[config.mk]
export PLATFORM = sky130hd
export DESIGN_NAME = periph_subsystem
export DESIGN_NICKNAME = d
export VERILOG_FILES = /design/src/design/periph_bus_pkg.sv /design/src/design/periph_map_pkg.sv /design/src/design/periph_bus_if.sv /design/src/design/boot_rom.sv /design/src/design/gpio_regs.sv /design/src/design/periph_addr_decoder.sv /design/src/design/periph_subsystem.sv
export VERILOG_INCLUDE_DIRS = /design/src /design/src/design
export SDC_FILE = /design/constraint.sdc
export NUM_CORES = 1
export LEC_CHECK = 0
export ABC_AREA = 1
export BUFFER_PORTS_ARGS = -buffer_cell sky130_fd_sc_hd__buf_2
export CAP_MARGIN = 10
export CORE_UTILIZATION = 40
export CTS_BUF_LIST = sky130_fd_sc_hd__clkbuf_2 sky130_fd_sc_hd__clkbuf_4 sky130_fd_sc_hd__clkbuf_8
export DETAILED_ROUTE_END_ITERATION = 6
export GPL_TIMING_DRIVEN = 1
export PLACE_DENSITY = 0.64
export SYNTH_ARGS = -nofsm -noshare
export SYNTH_HDL_FRONTEND = slang
export SYNTH_SLANG_ARGS = --single-unit
[constraint.sdc]
create_clock -name clk_i -period 2 [get_ports clk_i]
set_input_delay 0.3 -clock clk_i [delete_from_list [all_inputs] [get_ports clk_i]]
set_output_delay 0.3 -clock clk_i [all_outputs]
set_load 0.01 [all_outputs]
[src/design/periph_params.svh]
`ifndef PERIPH_PARAMS_SVH
`define PERIPH_PARAMS_SVH

// ------------------------------------------------
// Host bus widths
// ------------------------------------------------
`define PERIPH_ADDR_W 32
`define PERIPH_DATA_W 32
`define PERIPH_BE_W   4

// ------------------------------------------------
// Address map
// ------------------------------------------------
`define ROM_BASE   32'h0000_0000
`define ROM_WORDS  64             // 256 byte region
`define GPIO_BASE  32'h0001_0000
`define GPIO_BYTES 64

// GPIO and fixed data words
`define LED_W         8
`define ROM_SIGNATURE 16'hB007    // Upper half of every ROM word
`define BAD_DATA      32'hDEADBEEF

`endif

[src/design/periph_bus_pkg.sv]
`default_nettype none

package periph_bus_pkg;

    // Decoder FSM
    typedef enum logic [2:0]
    {
        ST_IDLE       = 3'd0,
        ST_FORWARD    = 3'd1, // Request latched, region known
        ST_WAIT_SLAVE = 3'd2,
        ST_RESPOND    = 3'd3, // ack_o held until host drops req_i
        ST_RELEASE    = 3'd4
    } bus_state_e;

    // GPIO register select, offset bits 5:3
    typedef enum logic [2:0]
    {
        GPIO_LED_DIP = 3'd0,
        GPIO_OTHER   = 3'd1   // Any nonzero select
    } gpio_reg_e;

endpackage

`default_nettype wire

[src/design/periph_map_pkg.sv]
`default_nettype none
`include "periph_params.svh"

package periph_map_pkg;

    // ------------------------------------------------
    // Bus field types
    // ------------------------------------------------
    typedef logic [`PERIPH_ADDR_W-1:0] addr_t;
    typedef logic [`PERIPH_DATA_W-1:0] data_t;
    typedef logic [`PERIPH_BE_W-1:0]   be_t;    // One bit per byte lane

    // ------------------------------------------------
    // Decoded target of a host request
    // ------------------------------------------------
    typedef enum logic [1:0]
    {
        REGION_ROM  = 2'd0,
        REGION_GPIO = 2'd1,
        REGION_NONE = 2'd2  // Unmapped, answered by the decoder itself
    } region_e;

endpackage

`default_nettype wire

[src/design/periph_bus_if.sv]
`timescale 1ns/100ps
`default_nettype none

interface periph_bus_if;
    import periph_map_pkg::*;

    // Request, owned by the decoder
    logic  req;
    logic  we;
    addr_t addr;    // Offset within the slave region
    data_t wdata;
    be_t   be;

    // Response, owned by the slave
    logic  ack;
    data_t rdata;
    logic  err;

    modport master
    (
        output req, we, addr, wdata, be,
        input  ack, rdata, err
    );

    modport slave
    (
        input  req, we, addr, wdata, be,
        output ack, rdata, err
    );

endinterface

`default_nettype wire

[src/design/boot_rom.sv]
`timescale 1ns/100ps
`default_nettype none
`include "periph_params.svh"

module boot_rom (
    input  logic        clk_i,
    input  logic        rst_n_i,
    periph_bus_if.slave bus
);
    import periph_map_pkg::*;

    localparam int IDX_W = $clog2(`ROM_WORDS);

    data_t            rom_table [`ROM_WORDS];
    logic [IDX_W-1:0] rd_idx;
    logic             new_req;

    // ------------------------------------------------
    // Word table, signature over index
    // ------------------------------------------------
    for (genvar i = 0; i < `ROM_WORDS; i++)
    begin : gen_word
        assign rom_table[i] = {`ROM_SIGNATURE, 16'(i)};
    end

    assign rd_idx  = bus.addr[IDX_W+1:2];  // Byte bits ignored
    assign new_req = bus.req && !bus.ack;

    // Handshake and error flag
    always_ff @(posedge clk_i or negedge rst_n_i)
    begin
        if (!rst_n_i)
        begin
            bus.ack <= 1'b0;
            bus.err <= 1'b0;
        end
        else if (new_req)
        begin
            bus.ack <= 1'b1;
            bus.err <= bus.we;   // Writes are refused
        end
        else if (!bus.req)
        begin
            bus.ack <= 1'b0;
        end
    end

    // Registered read
    always_ff @(posedge clk_i)
    begin
        if (new_req)
        begin
            if (bus.we)
                bus.rdata <= `BAD_DATA;
            else
                bus.rdata <= rom_table[rd_idx];
        end
    end

    // Request fields must hold through the whole handshake
    assert property (@(posedge clk_i) disable iff (!rst_n_i)
        bus.req && $past(bus.req) |-> $stable(bus.addr) && $stable(bus.we))
        else $error("ROM request fields changed while req was high");

endmodule

`default_nettype wire

[src/design/gpio_regs.sv]
`timescale 1ns/100ps
`default_nettype none
`include "periph_params.svh"

module gpio_regs (
    input  logic              clk_i,
    input  logic              rst_n_i,
    periph_bus_if.slave       bus,
    input  logic [`LED_W-1:0] dip_i,
    output logic [`LED_W-1:0] leds_o
);
    import periph_map_pkg::*;
    import periph_bus_pkg::*;

    gpio_reg_e         reg_sel;
    logic [`LED_W-1:0] dip_meta;
    logic [`LED_W-1:0] dip_sync;
    data_t             rd_word;
    logic              new_req;
    logic              led_wr;

    // ------------------------------------------------
    // DIP switch synchronizer
    // ------------------------------------------------
    always_ff @(posedge clk_i or negedge rst_n_i)
    begin
        if (!rst_n_i)
        begin
            dip_meta <= '0;
            dip_sync <= '0;
        end
        else
        begin
            dip_meta <= dip_i;
            dip_sync <= dip_meta;
        end
    end

    // ------------------------------------------------
    // Offset decode
    // ------------------------------------------------
    assign reg_sel = (bus.addr[5:3] == GPIO_LED_DIP) ? GPIO_LED_DIP : GPIO_OTHER;
    assign new_req = bus.req && !bus.ack;
    assign led_wr  = new_req && bus.we && bus.be[0] && (reg_sel == GPIO_LED_DIP);

    always_comb
    begin
        case (reg_sel)
            GPIO_LED_DIP: rd_word = {{(`PERIPH_DATA_W-`LED_W){1'b0}}, dip_sync};
            default:      rd_word = `BAD_DATA;
        endcase
    end

    // Handshake and LED register
    always_ff @(posedge clk_i or negedge rst_n_i)
    begin
        if (!rst_n_i)
        begin
            bus.ack <= 1'b0;
            leds_o  <= '0;
        end
        else
        begin
            if (new_req)
                bus.ack <= 1'b1;
            else if (!bus.req)
                bus.ack <= 1'b0;

            if (led_wr)
                leds_o <= bus.wdata[`LED_W-1:0];  // Low byte only
        end
    end

    always_ff @(posedge clk_i)
    begin
        if (new_req)
            bus.rdata <= rd_word;
    end

    assign bus.err = 1'b0;  // No GPIO access faults

    assert property (@(posedge clk_i) disable iff (!rst_n_i)
        $rose(bus.ack) |-> bus.req)
        else $error("GPIO ack rose without a request");

endmodule

`default_nettype wire

[src/design/periph_addr_decoder.sv]
`timescale 1ns/100ps
`default_nettype none
`include "periph_params.svh"

module periph_addr_decoder (
    input  logic                  clk_i,
    input  logic                  rst_n_i,
    input  logic                  req_i,
    input  logic                  we_i,
    input  periph_map_pkg::addr_t addr_i,
    input  periph_map_pkg::data_t wdata_i,
    input  periph_map_pkg::be_t   be_i,
    output logic                  ack_o,
    output logic                  err_o,
    output periph_map_pkg::data_t rdata_o,
    periph_bus_if.master          rom_bus,
    periph_bus_if.master          gpio_bus
);
    import periph_map_pkg::*;
    import periph_bus_pkg::*;

    localparam addr_t ROM_BYTES  = addr_t'(`ROM_WORDS * 4);
    localparam addr_t GPIO_BYTES = addr_t'(`GPIO_BYTES);

    bus_state_e state_q;
    region_e    region_d, region_q;
    addr_t      rom_off, gpio_off;
    addr_t      offset_d, offset_q;
    logic       we_q;
    data_t      wdata_q;
    be_t        be_q;
    logic       slv_ack;
    logic       slv_err;
    data_t      slv_rdata;

    // ------------------------------------------------
    // Region decode, wrap-around subtract keeps it one compare
    // ------------------------------------------------
    always_comb
    begin
        rom_off  = addr_i - addr_t'(`ROM_BASE);
        gpio_off = addr_i - addr_t'(`GPIO_BASE);
        if (rom_off < ROM_BYTES)
        begin
            region_d = REGION_ROM;
            offset_d = rom_off;
        end
        else if (gpio_off < GPIO_BYTES)
        begin
            region_d = REGION_GPIO;
            offset_d = gpio_off;
        end
        else
        begin
            region_d = REGION_NONE;
            offset_d = addr_i;
        end
    end

    assign slv_ack   = (region_q == REGION_ROM) ? rom_bus.ack   : gpio_bus.ack;
    assign slv_err   = (region_q == REGION_ROM) ? rom_bus.err   : gpio_bus.err;
    assign slv_rdata = (region_q == REGION_ROM) ? rom_bus.rdata : gpio_bus.rdata;

    // Both slaves see the same fields, only req is steered
    assign rom_bus.we     = we_q;
    assign rom_bus.addr   = offset_q;
    assign rom_bus.wdata  = wdata_q;
    assign rom_bus.be     = be_q;
    assign gpio_bus.we    = we_q;
    assign gpio_bus.addr  = offset_q;
    assign gpio_bus.wdata = wdata_q;
    assign gpio_bus.be    = be_q;

    always_ff @(posedge clk_i)
    begin
        if (state_q == ST_IDLE && req_i)
        begin
            we_q     <= we_i;
            offset_q <= offset_d;
            wdata_q  <= wdata_i;
            be_q     <= be_i;
        end
    end

    // ------------------------------------------------
    // Handshake FSM
    // ------------------------------------------------
    always_ff @(posedge clk_i or negedge rst_n_i)
    begin
        if (!rst_n_i)
        begin
            state_q      <= ST_IDLE;
            region_q     <= REGION_NONE;
            rom_bus.req  <= 1'b0;
            gpio_bus.req <= 1'b0;
            ack_o        <= 1'b0;
            err_o        <= 1'b0;
            rdata_o      <= '0;
        end
        else
        begin
            case (state_q)
                ST_IDLE:
                begin
                    if (req_i)
                    begin
                        region_q <= region_d;
                        state_q  <= ST_FORWARD;
                    end
                end
                ST_FORWARD:
                begin
                    if (region_q == REGION_NONE)
                    begin
                        ack_o   <= 1'b1;   // Answer locally
                        err_o   <= 1'b1;
                        rdata_o <= `BAD_DATA;
                        state_q <= ST_RESPOND;
                    end
                    else if (!slv_ack) // Previous ack must be seen low first
                    begin
                        rom_bus.req  <= (region_q == REGION_ROM);
                        gpio_bus.req <= (region_q == REGION_GPIO);
                        state_q      <= ST_WAIT_SLAVE;
                    end
                end
                ST_WAIT_SLAVE:
                begin
                    if (slv_ack)
                    begin
                        ack_o   <= 1'b1;
                        err_o   <= slv_err;
                        rdata_o <= slv_rdata;
                        state_q <= ST_RESPOND;
                    end
                end
                ST_RESPOND:
                begin
                    if (!req_i)
                        state_q <= ST_RELEASE;
                end
                ST_RELEASE:
                begin
                    ack_o        <= 1'b0;
                    rom_bus.req  <= 1'b0; // Slave drops its ack one cycle later
                    gpio_bus.req <= 1'b0;
                    state_q      <= ST_IDLE;
                end
                default: state_q <= ST_IDLE;
            endcase
        end
    end

    // ------------------------------------------------
    // Protocol checks
    // ------------------------------------------------
    // A slave stays busy until its ack has fallen
    assert property (@(posedge clk_i) disable iff (!rst_n_i)
        !((rom_bus.req || rom_bus.ack) && (gpio_bus.req || gpio_bus.ack)))
        else $error("Both slaves busy at once");

    assert property (@(posedge clk_i) disable iff (!rst_n_i)
        $rose(ack_o) |-> $past(req_i))
        else $error("ack_o rose with no host request pending");

endmodule

`default_nettype wire

[src/design/periph_subsystem.sv]
`timescale 1ns/100ps
`default_nettype none
`include "periph_params.svh"

module periph_subsystem (
    input  logic                  clk_i,
    input  logic                  rst_n_i,
    // Host side
    input  logic                  req_i,
    input  logic                  we_i,
    input  periph_map_pkg::addr_t addr_i,
    input  periph_map_pkg::data_t wdata_i,
    input  periph_map_pkg::be_t   be_i,
    output logic                  ack_o,
    output periph_map_pkg::data_t rdata_o,
    output logic                  err_o,
    // Board I/O
    input  logic [`LED_W-1:0]     dip_i,
    output logic [`LED_W-1:0]     leds_o
);

    // ------------------------------------------------
    // Slave buses
    // ------------------------------------------------
    periph_bus_if rom_bus ();
    periph_bus_if gpio_bus ();

    periph_addr_decoder u_decoder (
        .clk_i    (clk_i),
        .rst_n_i  (rst_n_i),
        .req_i    (req_i),
        .we_i     (we_i),
        .addr_i   (addr_i),
        .wdata_i  (wdata_i),
        .be_i     (be_i),
        .ack_o    (ack_o),
        .err_o    (err_o),
        .rdata_o  (rdata_o),
        .rom_bus  (rom_bus),
        .gpio_bus (gpio_bus)
    );

    boot_rom u_boot_rom (
        .clk_i   (clk_i),
        .rst_n_i (rst_n_i),
        .bus     (rom_bus)
    );

    gpio_regs u_gpio_regs (
        .clk_i   (clk_i),
        .rst_n_i (rst_n_i),
        .bus     (gpio_bus),
        .dip_i   (dip_i),
        .leds_o  (leds_o)
    );

endmodule

`default_nettype wire

Word-level counts from Yosys, hierarchy flattened
Memories as Yosys holds them, arrays and structs flattened. A register that Yosys moved wholly into a read port is not among the register bits. Index checks and enable logic that the tools add are counted. Widths: inputs -> output; s select.

Reductions and logical operators: 20. Bitwise gates (word level): 1. Mux-type cells: 33. Equality and inequality tests: 15. Div/mod/pow operators: 0. Shift operators: 0. Order comparisons: 2. Multipliers: 0. $add $sub $neg: 1.

Operator list (count): $mux 32 (4); $pmux 32 s2 (1); $lt 32x7->1 const B (1); $lt 32x9->1 const B (1); $sub 32x17->32 const B (1); $mux 8 (2); $mux 3 (5); $mux 1 (14); $pmux 3 s4 (1); $logic_not 3->1 (3); $reduce_and 3->1 (3); $ne 2x1->1 const B (4); $ne 2x2->1 const B (4); $not 6->7 (1); $eq 3x2->1 const B (2); $logic_and 1x1->1 (6); $pmux 1 s2 (3); $mux 2 (2); $reduce_and 4->1 (1); $reduce_bool 2->1 (2); $eq 3x1->1 const B (1); $eq 3x3->1 const B (1); $ne 3x3->1 const B (1); $pmux 1 s3 (1); 6 further kinds (7).

Flip-flop bits (word level): 118. Word-level logic and storage cells: 92. Memories: 1. Output and inout port bits: 42. ROM bits: 2048. RAM bits: 0. Latch bits: 0.

Memories: (name not given) (depth 64, width 32, read ports 1, clocked after memory_dff 1, write ports 0, line boot_rom.sv:56) `bus.rdata <= rom_table[rd_idx];`.

Logic depth before layout (Yosys ltp)
Gate-level depths: netlist (run 1).

Word-level depth: 5. Depth in mapped cells: 10. Gate-level depth less buffers: 10.

Hierarchy
From an unflattened synthesis (run 1), not the netlist that was laid out.

Cells, all modules: 684. Area total of the unflattened synthesis: 7066.8 um^2.

By module, submodules not included: periph_addr_decoder (instances 1, cells an instance 524, area each 5197.5 um^2); gpio_regs (instances 1, cells an instance 104, area each 1320.0 um^2); boot_rom (instances 1, cells an instance 56, area each 549.3 um^2).

Worst setup path before layout (run 1)
OpenSTA, ideal clock, no wires.

Path type: flip-flop to flip-flop. From: reg u_gpio_regs.bus.ack. To: reg u_gpio_regs.leds_o[0]. Cell stages (with the launch flop): 4. Path slack: 270 ps. Library setup time: 125 ps. Arrival: 1606 ps. Cells stage by stage: dfrtp_1 nor2_1 nand4_1 mux2_2.

Longest elaborated chain between the ends: 5.

Ends and longest elaborated chain: from (decl) (line periph_bus_if.sv:28) `output ack, rdata, err`; from (signal assigned) (line gpio_regs.sv:59) `bus.ack <= 1'b0;`; from (signal assigned) (line gpio_regs.sv:65) `bus.ack <= 1'b1;`; from (signal assigned) (line gpio_regs.sv:67) `bus.ack <= 1'b0;`; $logic_not 1->1 (line gpio_regs.sv:43) `assign new_req = bus.req && !bus.ack;`; $logic_and 1x1->1 (line gpio_regs.sv:43); net u_gpio_regs.new_req (line gpio_regs.sv:19) `logic new_req;`; $logic_and 1x1->1 (3 in a row) (line gpio_regs.sv:44) `assign led_wr = new_req && bus.we && bus.be[0] && (reg_sel == GPIO_LED_DIP);`; to (signal assigned) (line gpio_regs.sv:70) `` leds_o <= bus.wdata[`LED_W-1:0]; ``; to (decl) (line gpio_regs.sv:10) `` output logic [`LED_W-1:0] leds_o ``.

The timed path passes the listed nets, and every way through them passes these cells. A chain may end at the register's enable or synchronous reset.

Worst setup path in the final report (run 1)
From: reg u_decoder.region_q[1]. To: reg u_decoder.rdata_o[0].

Longest elaborated chain between the ends: 4.

Ends and longest elaborated chain: from (decl) (line periph_addr_decoder.sv:26) `region_e region_d, region_q;`; from (signal assigned) (line periph_addr_decoder.sv:107) `region_q <= region_d;`; $logic_not 2->1 (line periph_addr_decoder.sv:60, periph_addr_decoder.sv:62); $mux 32 or $mux 1 (tied branches) (line periph_addr_decoder.sv:62, periph_addr_decoder.sv:60); $mux 32 or $ne 2x1->1 (tied branches); $pmux 32 s2 or $reduce_and 3->1 (tied branches); to (signal assigned) (line periph_addr_decoder.sv:117) `` rdata_o <= `BAD_DATA; ``; to (signal assigned) (line periph_addr_decoder.sv:133) `rdata_o <= slv_rdata;`; to (decl) (line periph_addr_decoder.sv:15) `output periph_map_pkg::data_t rdata_o,`.

Parallel ways exist; a longest one is shown, timed or not. The select of a mux whose other input is x is not followed.

==> results of run 1 <==
==> layout make-up <==
cell class | count | area share [%]
Multi-Input combinational cell | 187 | 22.9
Clock inverter | 7 | 1.91
Tap cell | 105 | 3.24
Timing Repair Buffer | 96 | 12.8
Inverter | 27 | 2.62
Clock buffer | 9 | 3.05
Sequential cell | 80 | 53.5
==> Yosys cell counts <==
cell type | number | area [µm²]
nor2_2 | 1 | 6.26
nor2_1 | 50 | 188
edfxtp_1 | 33 | 991
inv_1 | 25 | 93.8
inv_6 | 1 | 8.76
buf_6 | 1 | 11.3
clkbuf_8 | 1 | 13.8
o22ai_1 | 1 | 6.26
a22oi_1 | 1 | 7.51
o21ai_1 | 3 | 15.0
dfstp_2 | 1 | 26.3
and2_1 | 2 | 12.5
nand3_2 | 1 | 10.0
or2_2 | 12 | 75.1
o21ai_0 | 8 | 40.0
nor3_1 | 4 | 20.0
nand3_1 | 12 | 60.1
buf_4 | 21 | 158
nor2_8 | 1 | 20.0
clkbuf_1 | 2 | 7.51
mux2_2 | 8 | 90.1
nor3_4 | 1 | 16.3
nand4_1 | 3 | 18.8
dfrtp_1 | 46 | 1150
a21oi_1 | 10 | 50.1
o21ai_2 | 1 | 8.76
nand2_1 | 53 | 199
conb_1 | 1 | 3.75
a31oi_1 | 7 | 43.8
nand2_4 | 1 | 11.3
inv_2 | 1 | 3.75
o21a_1 | 1 | 7.51
nand2_2 | 1 | 6.26
==> sequential cells by signal (all words and copies together) (netlist names), 6 cells and up <==
name	cells
u_gpio_regs.dip_sync	8
u_boot_rom.bus.rdata	8
u_gpio_regs.bus.rdata	9
u_gpio_regs.leds_o	8
u_gpio_regs.dip_meta	8
u_decoder.gpio_bus.wdata	8
u_decoder.rdata_o	11
u_decoder.gpio_bus.addr	6
==> power by group through the flow <==
stage	Sequential (µW)	Combinational (µW)	Clock, µW
final	2260	1540	1200
after global routing	2310	1760	1290
after CTS	2270	1560	1230
after detailed placement	2310	1550	0
after global placement	2290	1530	0
after floorplan	2320	1190	0
==> layer usage <==
layer	part of all wire, %	track usage [%]	vias up
li1	-	-	1179
met1	45	18.3	1050
met2	47	23.7	74
met3	5.4	3.72	14
met4	2.7	9.36	0
met5	0	0	-
==> timing repair <==
action	in CTS	in global routing
buffers inserted	0	0
hold endpoints to repair	9	0
resized for setup	0	0
hold buffers	1	0
==> logic make-up (layout without fill, tap and decap cells) <==
group,count (synthesis),count (layout),share of synthesized area (%)
compound gates,32,32,5.29
buf+inv,52,139,8.77
flops,80,80,64.1
mux,8,8,2.66
other cells,1,5,0.111
simple gates,142,142,19.0
==> stage by stage <==
stage / setup slack (ns) / power [µW] / utilization (%) / cell area (µm²) / cells
floorplan: 0.270 / 3510 / - / 3400 / 319
global placement: 0.325 / 3820 / 46.8 / 3840 / 494
detailed placement: 0.311 / 3860 / 46.8 / 3840 / 494
CTS: 0.296 / 5060 / 49.4 / 4060 / 511
global route: 0.159 / 5360 / 49.4 / 4060 / 511
finish: 0.311 / 5000 / 49.4 / 4060 / 511
==> worst min path at each step <==
| stage | start | endpoint | slack (ns) | cells past startpoint |
|---|---|---|---|---|
| 6_report | dip_i[2] | u_gpio_regs.dip_meta[2] | 0.05 | 1 |
| 5_1_grt | dip_i[2] | u_gpio_regs.dip_meta[2] | 0.02 | 1 |
| 4_1_cts | dip_i[2] | u_gpio_regs.dip_meta[2] | 0.03 | 1 |
| 3_5_place_dp | rst_n_i | u_gpio_regs.dip_meta[3] | 0.19 | 1 |
| 3_3_place_gp | rst_n_i | u_gpio_regs.dip_meta[3] | 0.19 | 1 |
| 2_1_floorplan | rst_n_i | u_boot_rom.bus.ack | 0.004 | 0 |
==> critical path, stage by stage, from the launching register on <==
cell,delay [ns]
dfstp_2,0.61
nor2_8,0.08
inv_6,0.11
nand2_4,0.05
nand2_2,0.07
nor2_2,0.05
nor3_4,0.24
buf_4,0.21
nor2_1,0.05
a31oi_1,0.12
==> impl_metrics.tcl, run 1 <==
set metrics [dict create \
    status "finished, final reports clean" \
    wl_um 5800 \
    crit_start "u_decoder.region_q[1]" \
    die_w_um 93.9 \
    clkLatencyLatePin_ns 0.35 \
    vdd_drop_max_v 0.000610 \
    rsz0062_at_grt "false" \
    clock_path_buffers 2 \
    clock_power_share_pct 23.9 \
    setup_tns_ns 0 \
    startpoint_type "flip-flop" \
    grt_max_degree 22 \
    antennaDiodeCount 0 \
    syn-mean-instance-area_um2 10.7 \
    period_share_pct 84.5 \
    r2r_start "u_decoder.region_q[1]" \
    p_sw_share_pct 34.8 \
    antenna_found_initial 0 \
    crit_fanout 10 \
    coreArea_mm2 0.00822 \
    ios 122 \
    die_area_mm2 0.00882 \
    cts_tree "done" \
    hold_viol_final 0 \
    grt_use_total_pct 15.0 \
    p_switching_uw 1740 \
    cp.arrival_ns 1.96 \
    cts.sinks 80 \
    avgRoutedWirePerCell_um 11.4 \
    cts.reportedPaths.clkPinSlew_ns 0.09 \
    layout_common_cells "buf_2, nand2_1, nor2_1" \
    drive_gt1_share_pct 34.5 \
    nets 481 \
    gp_congestion 0.837 \
    register_area_mm2 0.00217 \
    synth_seq_cells 80 \
    setup_viol 0 \
    rrSetupSlack_ns 0.31 \
    syn-cell-area_mm2 0.00338 \
    h-tree-depth 3 \
    fmax_ghz 0.592 \
    p_int_uw 3260 \
    r2r-end "u_decoder.rdata_o[0]" \
    seq_area_frac_synth_pct 64.1 \
    dr.pass1.iters 4 \
    cp-end-kind "flip-flop" \
    cp.required_ns 2.27 \
    seq_power_share_pct 45.3 \
    critPathKind "reg2reg" \
    drc 0 \
    drt-initial-drc-count 153 \
    fp.dieH_um 93.9 \
    final_common_cell "buf_2" \
    drv_cap 0 \
    num_vias 2317 \
    power.share.combinational_pct 30.8 \
    grt_pass1_wl_um 9740 \
    leakage_uw 0.00183 \
    area_growth_pct 20.0 \
    finalClockSkew_ns 0.00882 \
    portBuffers 87 \
    cts.root.buffer_cell "clkbuf_8" \
    hold_class "in2reg" \
    hpwl_um 4340 \
    power.density_mw_per_mm2 1230 \
    synthCells 315 \
    rows 33 \
    reg2reg_depth 9 \
    endpoint "u_decoder.rdata_o[0]" \
    yosys.cell_types.count 33 \
    multiInputGateArea_um2 931 \
    finalMaxSlewViolations 0 \
    grt_pass1_vias 2199 \
    hold_ws_ns 0.0477 \
    cts_made_buffers 9 \
    ant_nets 0 \
    initial_core_util_pct 41.1 \
    ys_warn_count 0 \
    grt.overflow.total 0 \
    viasPerCell 4.53 \
    num-fill-cells 748 \
    layout_min_cycle_time_ns 1.69 \
]
Power figures use the tool's default switching activity.
==> inputs of run 2 (changes only) <==
Settings changed: PLACE_DENSITY 0.64 to 0.66.
Clock period 2 ns to 1.5 ns, I/O delays scaled along.
==> run 2 against run 1 <==
  * The run now ends with setup timing left
  * Cell count grew 5.9%
  * Hold slack gained 0.0048 ns
  * Global-route usage grew 0.78 points
  * Clock skew grew 0.0012 ns
  * Critical path type unchanged
==> impl_metrics.tcl, run 2 (synthesis results as in run 1) <==
set metrics [dict create \
    power.share.combinational_pct 38.8 \
    finalMaxSlewViolations 0 \
    p_sw_share_pct 34.5 \
    cp-end-kind "flip-flop" \
    fin_cells 541 \
    final_common_cell "buf_2" \
    fin_ws_ns -0.0432 \
    die_area_mm2 0.00882 \
    drive_gt1_share_pct 42.0 \
    status "complete, but fails checks" \
    placed_cell_area_mm2 0.00395 \
    violations "setup timing" \
    hold_class "in2reg" \
    cp.arrival_ns 1.80 \
    ios 122 \
    wl_um 6400 \
    p_int_uw 4920 \
    largest_reg_flops 11 \
    p_switching_uw 2590 \
    clkLatencyLatePin_ns 0.34 \
    crit_fanout 6 \
    cts_made_buffers 9 \
    met2_usage_pct 26.7 \
    vdd_drop_max_v 0.000755 \
    layout_common_cells "buf_2, nand2_1, dfrtp_1" \
    hpwl_um 4650 \
    grt_pass1_wl_um 10500 \
    coreArea_mm2 0.00822 \
    top_usage_layer "met2" \
    cts.sinks 80 \
    grt.overflow.total 0 \
    use_met1_pct 19.7 \
    seq_power_share_pct 40.3 \
    fin_area_mm2 0.00443 \
    antenna_found_initial 0 \
    rsz0062_at_grt "true" \
    worstHoldStart "wdata_i[7]" \
    nets 511 \
    reg_top3 "u_decoder.rdata_o (11), u_gpio_regs.bus.rdata (9)" \
    fp.dieH_um 93.9 \
    power.density_mw_per_mm2 1690 \
    grt_use_total_pct 15.7 \
    crit_start "u_decoder.region_q[1]" \
    setup_viol 8 \
    layout_min_cycle_time_ns 1.54 \
    rrSetupSlack_ns -0.04 \
    clock_power_share_pct 20.9 \
    cp.required_ns 1.76 \
    cts_tree "done" \
    r2r-end "u_decoder.rdata_o[6]" \
    num_vias 2461 \
    portBuffers 87 \
    drt-initial-drc-count 90 \
    viasPerCell 4.55 \
    avgRoutedWirePerCell_um 11.8 \
    dr.pass1.iters 4 \
    initial_core_util_pct 41.1 \
    r2r_start "u_decoder.region_q[1]" \
    antennaDiodeCount 0 \
    grt_max_degree 28 \
    gp_congestion 0.833 \
    area_growth_pct 31.0 \
    final_util_pct 53.9 \
    drv_cap 0 \
    drc 0 \
    hold_viol_final 0 \
    dp.cells 505 \
    clock_path_buffers 2 \
    period_share_pct 103 \
    die_w_um 93.9 \
    rows 33 \
    met3_usage_pct 2.83 \
    fmax_ghz 0.648 \
    finalClockSkew_ns 0.0101 \
    ant_nets 0 \
    endpoint "u_decoder.rdata_o[6]" \
    reg2reg_depth 10 \
    regMostFlops "u_decoder.rdata_o" \
    leakage_uw 0.00198 \
    cts.reportedPaths.clkPinSlew_ns 0.08 \
    cts.root.buffer_cell "clkbuf_8" \
    critPathKind "reg2reg" \
    h-tree-depth 3 \
    startpoint_type "flip-flop" \
    grt_pass1_vias 2321 \
]
==> run 2: final cells by class <==
type                       instances  area, µm²
multi-input combinational        187       1020
timing repair buffer             126        795
sequential                        80       2170
fill                             748       3790
inverter                          27        106
clock buffer                       9        124
clock inverter                     7       78.8
tap                              105        131
==> run 2: timing repair <==
| item | in CTS | in global routing |
|---|---|---|
| resized for setup | 13 | 22 |
| hold endpoints to repair | 54 | 0 |
| setup buffers | 7 | 6 |
| pin swaps | 2 | 6 |
| endpoints found under the setup margin | 15 | 38 |
| hold buffers | 9 | 0 |
==> run 2: power groups by stage <==
stage / sequential (µW) / clock, µW / combinational [µW]
3_3_place_gp: 3040 / 0 / 2240
3_5_place_dp: 3060 / 0 / 2310
4_1_cts: 3020 / 1610 / 2600
2_1_floorplan: 3090 / 0 / 1610
5_1_grt: 3100 / 1710 / 3220
6_report: 3030 / 1570 / 2910
==> run 2: worst min path at each step <==
stage / endpoint / slack (ns) / cells after the start
detailed placement: u_decoder.rdata_o[3] / 0.23 / 2
finish: u_decoder.gpio_bus.wdata[7] / 0.05 / 1
floorplan: u_boot_rom.bus.ack / -0.07 / 0
CTS: u_decoder.gpio_bus.wdata[7] / 0.04 / 1
global placement: u_decoder.rdata_o[3] / 0.22 / 2
global route: u_decoder.gpio_bus.wdata[4] / 0.03 / 1
==> run 2: per-layer routing <==
metal  vias to the layer above  share of wire, %
met5                         -                 0
met4                         0               1.6
met3                        10               5.5
met2                        95                49
met1                      1118                43
li1                       1238                 -
==> run 2: worst max-delay path, cell delays in order (launching register included) <==
cell	delay (ns)
dfstp_2	0.60
nor2_8	0.07
clkinv_4	0.05
nand2_4	0.04
nand2_4	0.09
nor2_4	0.04
nor3_4	0.15
buf_12	0.14
buf_6	0.11
nor2_2	0.03
a31oi_1	0.14
==> run 2: metrics by stage <==
step                      hold WS [ns]  TNS (ns)  worst slack [ns]  total power (µW)
after detailed placement         0.225     -1.14            -0.154              5360
final                           0.0525    -0.222           -0.0432              7500
after floorplan                -0.0706    -0.135           -0.0228              4700
after CTS                       0.0375    -0.366           -0.0487              7230
after global placement           0.218    -0.486           -0.0703              5280
after global routing            0.0305     -1.32            -0.166              8030
